`config.mk`:
```
export PLATFORM = sky130hd
export DESIGN_NAME = bridge_top
export DESIGN_NICKNAME = d
export VERILOG_FILES = /design/src/logic/bridge_pkg.sv /design/src/logic/bridge_top.sv /design/src/logic/cmd_decode.sv /design/src/logic/obi_execute.sv /design/src/logic/result_capture.sv
export VERILOG_INCLUDE_DIRS = /design/src /design/src/include
export SDC_FILE = /design/constraint.sdc
export NUM_CORES = 1
export LEC_CHECK = 0
export BUFFER_PORTS_ARGS = -buffer_cell sky130_fd_sc_hd__buf_2
export CAP_MARGIN = 20
export CORE_UTILIZATION = 25
export CTS_CLUSTER_DIAMETER = 30
export DETAILED_ROUTE_END_ITERATION = 10
export GPL_TIMING_DRIVEN = 0
export PLACE_DENSITY = 0.5
export SYNTH_ARGS = -nofsm -noshare
export SYNTH_HDL_FRONTEND = slang
export SYNTH_SLANG_ARGS = --single-unit
```
`constraint.sdc`:
```
create_clock -name heep_clk -period 2.6 [get_ports heep_clk]
set_clock_uncertainty 0.05 [all_clocks]
set_input_delay 0.52 -clock heep_clk [delete_from_list [all_inputs] [get_ports heep_clk]]
set_output_delay 0.52 -clock heep_clk [all_outputs]
set_load 0.005 [all_outputs]
```
`src/include/bridge_consts.svh`:
```
// bridge register map and field positions, included by the bridge RTL and its testbench
`ifndef BRIDGE_CONSTS_SVH
`define BRIDGE_CONSTS_SVH

// --------------------------------------------------
// host register addressing
// --------------------------------------------------
// register index width
`define REG_ADDR_W 3
// byte select inside one 32-bit register
`define BYTECNT_W 2

// register indexes
`define REG_INSTR  3'd0
`define REG_ADDR   3'd1
`define REG_WDATA  3'd2
`define REG_RDATA  3'd3
`define REG_STATUS 3'd4
`define REG_COUNT  3'd5

// instruction byte fields, op in the low bits, byte enables on top
`define INSTR_OP_LSB 0
`define INSTR_BE_LSB 4

// status byte bit positions
`define ST_BUSY        0
`define ST_INSTR_VALID 1
`define ST_ADDR_VALID  2
`define ST_ERR         3

// completion counter width
`define COUNT_W 16

`endif

```
`src/logic/bridge_pkg.sv`:
```
// common word, byte, byte-enable and bus operation types, imported by every bridge module
package bridge_pkg;

  // --------------------------------------------------
  // data types
  // --------------------------------------------------
  // one host register byte
  typedef logic [7:0] byte_t;

  // bus address and data word
  typedef logic [31:0] word_t;

  // OBI byte enables, one per byte lane
  typedef logic [3:0] be_t;

  // --------------------------------------------------
  // bus operation
  // --------------------------------------------------
  // encoding 3 is reserved and rejected by the decoder
  typedef enum logic [1:0] {
    OP_NONE  = 2'd0,
    OP_WRITE = 2'd1,
    OP_READ  = 2'd2
  } obi_op_e;

endpackage

```
`src/logic/bridge_top.sv`:
```
// top of the host to OBI command bridge, host register port in, OBI master port out
`timescale 1ns/1ps
`include "bridge_consts.svh"

module bridge_top
  import bridge_pkg::*;
(
  input  logic                   heep_clk,
  input  logic                   rst_n_i,
  // host register port
  input  logic [`REG_ADDR_W-1:0] reg_address_i,
  input  logic [`BYTECNT_W-1:0]  reg_bytecnt_i,
  input  byte_t                  reg_wdata_i,
  input  logic                   reg_write_i,
  output byte_t                  reg_rdata_o,
  // OBI master port
  output logic                   obi_req_o,
  output logic                   obi_we_o,
  output be_t                    obi_be_o,
  output word_t                  obi_addr_o,
  output word_t                  obi_wdata_o,
  input  logic                   obi_gnt_i,
  input  logic                   obi_rvalid_i,
  input  word_t                  obi_rdata_i,
  // transaction finished
  output logic                   done_o
);

  // --------------------------------------------------
  // decode to execute
  // --------------------------------------------------
  logic    cmd_valid;
  obi_op_e cmd_op;
  be_t     cmd_be;
  word_t   cmd_addr;
  word_t   cmd_wdata;
  logic    cmd_accept;
  logic    busy;

  // execute to result, result to decode
  logic                cpl_valid;
  logic                cpl_read;
  word_t               last_rdata;
  logic [`COUNT_W-1:0] cpl_count;

  cmd_decode u_cmd_decode (
    .heep_clk      (heep_clk),
    .rst_n_i       (rst_n_i),
    .reg_address_i (reg_address_i),
    .reg_bytecnt_i (reg_bytecnt_i),
    .reg_wdata_i   (reg_wdata_i),
    .reg_write_i   (reg_write_i),
    .reg_rdata_o   (reg_rdata_o),
    .busy_i        (busy),
    .cmd_accept_i  (cmd_accept),
    .last_rdata_i  (last_rdata),
    .cpl_count_i   (cpl_count),
    .cmd_valid_o   (cmd_valid),
    .cmd_op_o      (cmd_op),
    .cmd_be_o      (cmd_be),
    .cmd_addr_o    (cmd_addr),
    .cmd_wdata_o   (cmd_wdata)
  );

  obi_execute u_obi_execute (
    .heep_clk     (heep_clk),
    .rst_n_i      (rst_n_i),
    .cmd_valid_i  (cmd_valid),
    .cmd_op_i     (cmd_op),
    .cmd_be_i     (cmd_be),
    .cmd_addr_i   (cmd_addr),
    .cmd_wdata_i  (cmd_wdata),
    .cmd_accept_o (cmd_accept),
    .busy_o       (busy),
    .obi_req_o    (obi_req_o),
    .obi_we_o     (obi_we_o),
    .obi_be_o     (obi_be_o),
    .obi_addr_o   (obi_addr_o),
    .obi_wdata_o  (obi_wdata_o),
    .obi_gnt_i    (obi_gnt_i),
    .obi_rvalid_i (obi_rvalid_i),
    .cpl_valid_o  (cpl_valid),
    .cpl_read_o   (cpl_read)
  );

  // rdata goes straight from the bus to capture
  result_capture u_result_capture (
    .heep_clk     (heep_clk),
    .rst_n_i      (rst_n_i),
    .cpl_valid_i  (cpl_valid),
    .cpl_read_i   (cpl_read),
    .obi_rdata_i  (obi_rdata_i),
    .last_rdata_o (last_rdata),
    .cpl_count_o  (cpl_count),
    .done_o       (done_o)
  );

endmodule

```
`src/logic/cmd_decode.sv`:
```
// host side register file: byte writes, command arming, status and byte-wide read-back
`timescale 1ns/1ps
`include "bridge_consts.svh"

module cmd_decode
  import bridge_pkg::*;
(
  input  logic                   heep_clk,
  input  logic                   rst_n_i,
  // host register port
  input  logic [`REG_ADDR_W-1:0] reg_address_i,
  input  logic [`BYTECNT_W-1:0]  reg_bytecnt_i,
  input  byte_t                  reg_wdata_i,
  input  logic                   reg_write_i,
  output byte_t                  reg_rdata_o,
  // execute handshake
  input  logic                   busy_i,
  input  logic                   cmd_accept_i,
  // results for read-back
  input  word_t                  last_rdata_i,
  input  logic [`COUNT_W-1:0]    cpl_count_i,
  // armed command
  output logic                   cmd_valid_o,
  output obi_op_e                cmd_op_o,
  output be_t                    cmd_be_o,
  output word_t                  cmd_addr_o,
  output word_t                  cmd_wdata_o
);

  // host visible registers
  obi_op_e instr_op_q;
  be_t     instr_be_q;
  word_t   addr_q;
  word_t   wdata_q;
  logic    instr_valid_q;
  logic    addr_valid_q;
  logic    err_q;

  // decode helpers
  logic                        wr_instr;
  logic                        wr_addr;
  logic                        wr_wdata;
  logic                        wr_status;
  logic [$bits(obi_op_e)-1:0]  op_field;
  be_t                         be_field;
  logic                        op_legal;
  logic                        instr_ok;
  byte_t                       instr_byte;
  byte_t                       status_byte;
  word_t                       count_word;

  // --------------------------------------------------
  // write decode
  // --------------------------------------------------
  // only byte 0 of the instruction register exists
  assign wr_instr  = reg_write_i && (reg_address_i == `REG_INSTR) && (reg_bytecnt_i == '0);
  assign wr_addr   = reg_write_i && (reg_address_i == `REG_ADDR);
  assign wr_wdata  = reg_write_i && (reg_address_i == `REG_WDATA);
  // any status byte clears err
  assign wr_status = reg_write_i && (reg_address_i == `REG_STATUS);

  assign op_field = reg_wdata_i[`INSTR_OP_LSB +: $bits(obi_op_e)];
  assign be_field = reg_wdata_i[`INSTR_BE_LSB +: $bits(be_t)];
  assign op_legal = (op_field == OP_WRITE) || (op_field == OP_READ);
  // armed or running command blocks a new instruction
  assign instr_ok = op_legal && !busy_i && !cmd_valid_o;

  // instruction, valid flag and sticky err
  always_ff @(posedge heep_clk or negedge rst_n_i) begin
    if (!rst_n_i) begin
      instr_op_q    <= OP_NONE;
      instr_be_q    <= '0;
      instr_valid_q <= 1'b0;
      err_q         <= 1'b0;
    end else begin
      if (wr_instr && instr_ok) begin
        instr_op_q    <= obi_op_e'(op_field);
        instr_be_q    <= be_field;
        instr_valid_q <= 1'b1;
      end else if (cmd_accept_i) begin
        instr_valid_q <= 1'b0;
      end
      // rejected instruction leaves the pending one alone
      if (wr_instr && !instr_ok) begin
        err_q <= 1'b1;
      end else if (wr_status) begin
        err_q <= 1'b0;
      end
    end
  end

  // address and write data, little-endian byte lanes
  always_ff @(posedge heep_clk or negedge rst_n_i) begin
    if (!rst_n_i) begin
      addr_q       <= '0;
      wdata_q      <= '0;
      addr_valid_q <= 1'b0;
    end else begin
      if (wr_addr) begin
        addr_q[{reg_bytecnt_i, 3'b000} +: 8] <= reg_wdata_i;
        // top byte completes the address, stays valid afterwards
        if (reg_bytecnt_i == '1) begin
          addr_valid_q <= 1'b1;
        end
      end
      if (wr_wdata) begin
        wdata_q[{reg_bytecnt_i, 3'b000} +: 8] <= reg_wdata_i;
      end
    end
  end

  // --------------------------------------------------
  // command to execute
  // --------------------------------------------------
  assign cmd_valid_o = instr_valid_q && addr_valid_q;
  assign cmd_op_o    = instr_op_q;
  assign cmd_be_o    = instr_be_q;
  assign cmd_addr_o  = addr_q;
  assign cmd_wdata_o = wdata_q;

  // --------------------------------------------------
  // read-back
  // --------------------------------------------------
  always_comb begin
    instr_byte = '0;
    instr_byte[`INSTR_OP_LSB +: $bits(obi_op_e)] = instr_op_q;
    instr_byte[`INSTR_BE_LSB +: $bits(be_t)]     = instr_be_q;
    status_byte = '0;
    status_byte[`ST_BUSY]        = busy_i;
    status_byte[`ST_INSTR_VALID] = instr_valid_q;
    status_byte[`ST_ADDR_VALID]  = addr_valid_q;
    status_byte[`ST_ERR]         = err_q;
  end

  // counter zero extended to a full word
  assign count_word = word_t'(cpl_count_i);

  always_comb begin
    reg_rdata_o = '0;
    case (reg_address_i)
      `REG_INSTR: begin
        if (reg_bytecnt_i == '0) begin
          reg_rdata_o = instr_byte;
        end
      end
      `REG_ADDR:   reg_rdata_o = addr_q[{reg_bytecnt_i, 3'b000} +: 8];
      `REG_WDATA:  reg_rdata_o = wdata_q[{reg_bytecnt_i, 3'b000} +: 8];
      `REG_RDATA:  reg_rdata_o = last_rdata_i[{reg_bytecnt_i, 3'b000} +: 8];
      `REG_STATUS: begin
        if (reg_bytecnt_i == '0) begin
          reg_rdata_o = status_byte;
        end
      end
      `REG_COUNT:  reg_rdata_o = count_word[{reg_bytecnt_i, 3'b000} +: 8];
      default:     reg_rdata_o = '0;
    endcase
  end

  // a running transaction never lets a new instruction arm
  a_no_arm_while_busy: assert property (
    @(posedge heep_clk) disable iff (!rst_n_i)
    busy_i |=> !$rose(instr_valid_q)
  ) else $error("instruction armed while bridge busy");

  // execute only takes what decode offers
  a_accept_needs_cmd: assert property (
    @(posedge heep_clk) disable iff (!rst_n_i)
    cmd_accept_i |-> cmd_valid_o
  ) else $error("command accepted without a valid command");

endmodule

```
`src/logic/obi_execute.sv`:
```
// OBI bus master of the bridge: takes one armed command and runs a single bus transaction
`timescale 1ns/1ps

module obi_execute
  import bridge_pkg::*;
(
  input  logic    heep_clk,
  input  logic    rst_n_i,
  // command from decode
  input  logic    cmd_valid_i,
  input  obi_op_e cmd_op_i,
  input  be_t     cmd_be_i,
  input  word_t   cmd_addr_i,
  input  word_t   cmd_wdata_i,
  output logic    cmd_accept_o,
  output logic    busy_o,
  // OBI master port
  output logic    obi_req_o,
  output logic    obi_we_o,
  output be_t     obi_be_o,
  output word_t   obi_addr_o,
  output word_t   obi_wdata_o,
  input  logic    obi_gnt_i,
  input  logic    obi_rvalid_i,
  // completion to result capture
  output logic    cpl_valid_o,
  output logic    cpl_read_o
);

  typedef enum logic [1:0] {
    ST_IDLE,
    ST_REQ,
    ST_WAIT
  } exec_state_e;

  exec_state_e state_q;
  exec_state_e state_d;

  // latched command copy, drives the bus
  logic  we_q;
  be_t   be_q;
  word_t addr_q;
  word_t wdata_q;

  // --------------------------------------------------
  // FSM
  // --------------------------------------------------
  // take the command only from idle
  assign cmd_accept_o = (state_q == ST_IDLE) && cmd_valid_i;

  always_comb begin
    state_d = state_q;
    case (state_q)
      ST_IDLE: begin
        if (cmd_valid_i) begin
          state_d = ST_REQ;
        end
      end
      // hold req until granted
      ST_REQ: begin
        if (obi_gnt_i) begin
          state_d = ST_WAIT;
        end
      end
      // response phase
      ST_WAIT: begin
        if (obi_rvalid_i) begin
          state_d = ST_IDLE;
        end
      end
      default: state_d = ST_IDLE;
    endcase
  end

  always_ff @(posedge heep_clk or negedge rst_n_i) begin
    if (!rst_n_i) begin
      state_q <= ST_IDLE;
    end else begin
      state_q <= state_d;
    end
  end

  // snapshot at accept, later host writes stay out of the transaction
  always_ff @(posedge heep_clk or negedge rst_n_i) begin
    if (!rst_n_i) begin
      we_q    <= 1'b0;
      be_q    <= '0;
      addr_q  <= '0;
      wdata_q <= '0;
    end else if (cmd_accept_o) begin
      we_q    <= (cmd_op_i == OP_WRITE);
      // reads fetch the whole word
      be_q    <= (cmd_op_i == OP_READ) ? '1 : cmd_be_i;
      addr_q  <= cmd_addr_i;
      wdata_q <= cmd_wdata_i;
    end
  end

  // --------------------------------------------------
  // outputs
  // --------------------------------------------------
  assign busy_o      = (state_q != ST_IDLE);
  assign obi_req_o   = (state_q == ST_REQ);
  assign obi_we_o    = we_q;
  assign obi_be_o    = be_q;
  assign obi_addr_o  = addr_q;
  assign obi_wdata_o = wdata_q;

  // completion in the rvalid cycle, rdata still on the bus
  assign cpl_valid_o = (state_q == ST_WAIT) && obi_rvalid_i;
  assign cpl_read_o  = cpl_valid_o && !we_q;

  // OBI rule, request fields frozen until grant
  a_req_stable: assert property (
    @(posedge heep_clk) disable iff (!rst_n_i)
    obi_req_o && !obi_gnt_i |=> obi_req_o && $stable(obi_we_o) && $stable(obi_be_o)
                               && $stable(obi_addr_o) && $stable(obi_wdata_o)
  ) else $error("OBI request changed before grant");

  // slave answers only an outstanding grant
  a_no_rvalid_idle: assert property (
    @(posedge heep_clk) disable iff (!rst_n_i)
    (state_q == ST_IDLE) |-> !obi_rvalid_i
  ) else $error("rvalid with no transaction outstanding");

endmodule

```
`src/logic/result_capture.sv`:
```
// completion side of the bridge: holds last read data, counts transactions, pulses done
`timescale 1ns/1ps
`include "bridge_consts.svh"

module result_capture
  import bridge_pkg::*;
(
  input  logic                heep_clk,
  input  logic                rst_n_i,
  // completion from execute
  input  logic                cpl_valid_i,
  input  logic                cpl_read_i,
  input  word_t               obi_rdata_i,
  // read-back values
  output word_t               last_rdata_o,
  output logic [`COUNT_W-1:0] cpl_count_o,
  // end of transaction
  output logic                done_o
);

  word_t               last_rdata_q;
  logic [`COUNT_W-1:0] count_q;
  logic                done_q;

  // --------------------------------------------------
  // capture
  // --------------------------------------------------
  always_ff @(posedge heep_clk or negedge rst_n_i) begin
    if (!rst_n_i) begin
      last_rdata_q <= '0;
      count_q      <= '0;
      done_q       <= 1'b0;
    end else begin
      // writes keep the previous read data
      if (cpl_read_i) begin
        last_rdata_q <= obi_rdata_i;
      end
      // wraps at 16 bits
      if (cpl_valid_i) begin
        count_q <= count_q + 1'b1;
      end
      // single cycle, one per completion
      done_q <= cpl_valid_i;
    end
  end

  assign last_rdata_o = last_rdata_q;
  assign cpl_count_o  = count_q;
  assign done_o       = done_q;

  // read flag is qualified by the completion
  a_read_with_valid: assert property (
    @(posedge heep_clk) disable iff (!rst_n_i)
    cpl_read_i |-> cpl_valid_i
  ) else $error("read completion flagged without completion");

endmodule

```
==> insert_results.sql <==
INSERT INTO impl_metrics (metric_group, metric, value, unit) VALUES
('status', 'outcome', 'finished with violations', ''),
('status', 'failed_checks', 'setup timing', ''),
('clocking', 'tritoncts_num_sinks', '193', ''),
('worst_setup_path', 'cp_max_fo', '10', ''),
('floorplan', 'rows', '68', ''),
('power', 'vdd.ir_drop.worst', '0.450', 'mV'),
('global_route', 'antenna_found_initial', '1', ''),
('cells_and_area', 'layout-drive-gt1-share', '0.293', ''),
('timing', 'finalMaxSlewViolations', '0', ''),
('clocking', 'cts_buffers', '17', ''),
('worst_setup_path', 'arrival', '2080', 'ps'),
('timing', 'timing.fmax', '378', 'MHz'),
('worst_setup_path', 'timing.reg2reg.setup_slack', '470', 'ps'),
('detailed_routing', 'avgViaCountPerCell', '4.64', ''),
('synth', 'synthCells', '887', ''),
('worst_setup_path', 'worstSetupPathType', 'primary input to output port', ''),
('synth', 'postSynthNetCount', '942', ''),
('cells_and_area', 'synthToLayoutAreaGrowth', '27.8', '%'),
('timing', 'postLayoutSetupSlackWorst', '-48.8', 'ps'),
('timing', 'number_of_endpoints_with_negative_hold_slack_in_the_final_report', '0', ''),
('detailed_routing', 'num_vias', '7027', ''),
('clocking', 'clkLatencyLatePin', '450', 'ps'),
('cells_and_area', 'commonest_non_fill_non_tap_cells_in_the_layout', '300 x nand2_1, 193 x dfrtp_1, 133 x buf_2', ''),
('cells_and_area', 'layoutNonFillerInstCount', '1516', ''),
('synth', 'syn_area_per_cell', '9.89', 'sq um'),
('synth', 'synth.distinct_cells', '52', ''),
('synth', 'seq_total_area_yosys', '0.551', ''),
('worst_setup_path', 'reg2reg_depth', '5', ''),
('synth', 'synth_top_flop_cell', 'dfrtp_1', ''),
('clocking', 'cts_buffer_depth', '2', ''),
('clocking', 'cts_root_buf', 'clkbuf_16', ''),
('worst_setup_path', 'worst_setup_path_start_kind', 'primary input', ''),
('worst_setup_path', 'worstPathRequired', '2030', 'ps'),
('synth', 'async_flop_share', '1.00', ''),
('synth', 'number_of_enable_type_register_cells_in_the_synthesized_netlist', '0', ''),
('place', 'dpl_cell_area', '10000', 'sq um'),
('floorplan', 'design.die.area', '35800', 'sq um'),
('place', 'placement.io_buffers', '125', ''),
('floorplan', 'fp.dieH', '189', 'microns'),
('floorplan', 'initial_utilization', '0.254', ''),
('global_route', 'grt_max_degree', '108', ''),
('cells_and_area', 'layout.cell_area.non_filler', '11200', 'sq um'),
('clocking', 'postCtsHoldBufs', '0', ''),
('detailed_routing', 'detail_route.iter0.violations', '525', ''),
('timing', 'min_period', '2650', 'ps'),
('worst_setup_path', 'critical_path.startpoint', 'reg_address_i[2]', ''),
('worst_hold_path', 'min-delay-path-class', 'primary input to async pin', ''),
('detailed_routing', 'totalWireLength', '28.7', 'mm'),
('place', 'hpwlAfterDp', '21.5', 'mm'),
('worst_setup_path', 'r2r_end', 'u_obi_execute.obi_wdata_o[29]', ''),
('power', 'p_per_area', '781', 'nW/um^2'),
('detailed_routing', 'drcViolationCount', '0', ''),
('worst_setup_path', 'endpoint_of_the_worst_setup_timing_path', 'reg_rdata_o[4]', ''),
('global_route', 'first_global_vias', '6822', ''),
('timing', 'rsz0062_at_grt', 'yes', ''),
('timing', 'setup_violations', '1', ''),
('synth', 'ys.warnings.count', '0', ''),
('timing', 'min_period_over_period', '1.02', ''),
('worst_setup_path', 'rr_startpoint', 'u_obi_execute.state_q[1]', ''),
('clocking', 'h-tree-depth', '4', ''),
('power', 'leakage_dissipation', '5.45', 'nW'),
('worst_setup_path', 'end_kind', 'output port', ''),
('power', 'design_power_total', '0.00876', 'W'),
('clocking', 'path_clk_slew', '70', 'ps'),
('detailed_routing', 'wl_per_cell', '18.9', 'microns'),
('floorplan', 'io_pins', '129', ''),
('place', 'gp_congestion', '0.869', ''),
('place', 'dp_cells', '1468', ''),
('clocking', 'tritoncts', 'yes', ''),
('global_route', 'gr-total-overflow', '0', ''),
('cells_and_area', 'nets', '1103', '');
## final cells by class
type | instances | area, sq um
fillers | 3656 | 23300
flip-flops and latches | 193 | 4830
multi-input cells | 636 | 3930
repair buffers | 144 | 867
well taps | 455 | 569
clock buffers | 18 | 429
plain buffers | 46 | 354
clock inverters | 14 | 170
inverters | 10 | 60.1
## layer usage
layer | vias up | wire length, microns | track usage
met5 | - | 13 | 0
met2 | 202 | 12400 | 0.242
met4 | 2 | 357 | 0.0425
met1 | 3426 | 14500 | 0.243
li1 | 3376 | - | -
met3 | 21 | 1410 | 0.0332
## what timing repair did
item                                    in CTS  in global routing
cloned                                       2                  1
setup buffers                               10                  5
endpoints found under the setup margin       8                  8
gates resized for setup                     77                 41
pin swaps                                   21                 22
## per-stage QoR
step                      hold WS (ps)  utilization
final                             10.8        0.325
after global routing              91.9        0.325
after CTS                         55.9        0.319
after detailed placement           401        0.290
after global placement             402        0.288
after floorplan                    174            -
## registers in the layout, summed over array words and instances (netlist names), 2 cells and up
name,flops
u_cmd_decode.cmd_op_o,2
u_obi_execute.obi_be_o,4
u_cmd_decode.cmd_be_o,4
u_obi_execute.state_q,2
u_result_capture.cpl_count_o,16
u_cmd_decode.cmd_addr_o,32
u_result_capture.last_rdata_o,32
u_obi_execute.obi_wdata_o,32
u_cmd_decode.cmd_wdata_o,32
u_obi_execute.obi_addr_o,32
## where the power goes
group          leakage, nW  switching, W  internal (W)
Combinational         2.55       0.00105      0.000882
Clock                0.291       0.00128       0.00145
Sequential            2.60      0.000463       0.00363
Total                 5.45       0.00279       0.00596
## how the worst min path moves through the flow
stage                              startpoint                            to  cells after the start
floorplan                             rst_n_i     u_cmd_decode.addr_valid_q                      0
global placement    u_obi_execute.obi_be_o[0]     u_obi_execute.obi_be_o[0]                      2
detailed placement  u_obi_execute.obi_be_o[2]     u_obi_execute.obi_be_o[2]                      2
CTS                                   rst_n_i  u_obi_execute.obi_addr_o[18]                      1
global route                          rst_n_i  u_obi_execute.obi_addr_o[22]                      1
finish                                rst_n_i  u_obi_execute.obi_addr_o[30]                      1
## cells in the mapped netlist, types with 4 or more instances
cell type	instances	area share
and3_1	5	0.0036
nand3_1	22	0.013
o22ai_1	4	0.0029
buf_6	6	0.0077
nand2_1	302	0.13
mux2_2	45	0.058
ha_1	5	0.0071
nand2b_1	4	0.0029
xnor2_1	12	0.012
clkbuf_1	16	0.0068
nor2_1	12	0.0051
nor3b_2	4	0.0057
mux2i_1	18	0.021
a22o_1	10	0.010
a21oi_1	33	0.019
buf_4	4	0.0034
dfrtp_1	193	0.55
o21ai_1	9	0.0051
o21ai_0	63	0.036
o211ai_1	9	0.0077
a22oi_1	18	0.015
xor2_1	5	0.0050
nor2b_1	6	0.0043
buf_2	21	0.012
inv_1	7	0.0030
a32oi_1	10	0.010
o221ai_1	7	0.0070
## worst max-delay path, cell delays in order
cell and delay, ps:
buf_8 170, nand2b_1 130, clkbuf_4 180, o21ai_4 80
buf_4 180, o211ai_1 220, a21oi_1 60, or3_4 400
buf_6 130
## cell families after synthesis
kind of cell / after synthesis / share of synthesized area
adder cells (fa/ha/maj): 5 / 0.00713
XOR/XNOR: 17 / 0.0170
multiplexers: 65 / 0.0809
flip-flops: 193 / 0.551
buffers and inverters: 58 / 0.0348
AO/OA/AOI/OAI: 173 / 0.125
AND/OR/NAND/NOR: 376 / 0.185
Power figures use the tool's default switching activity.
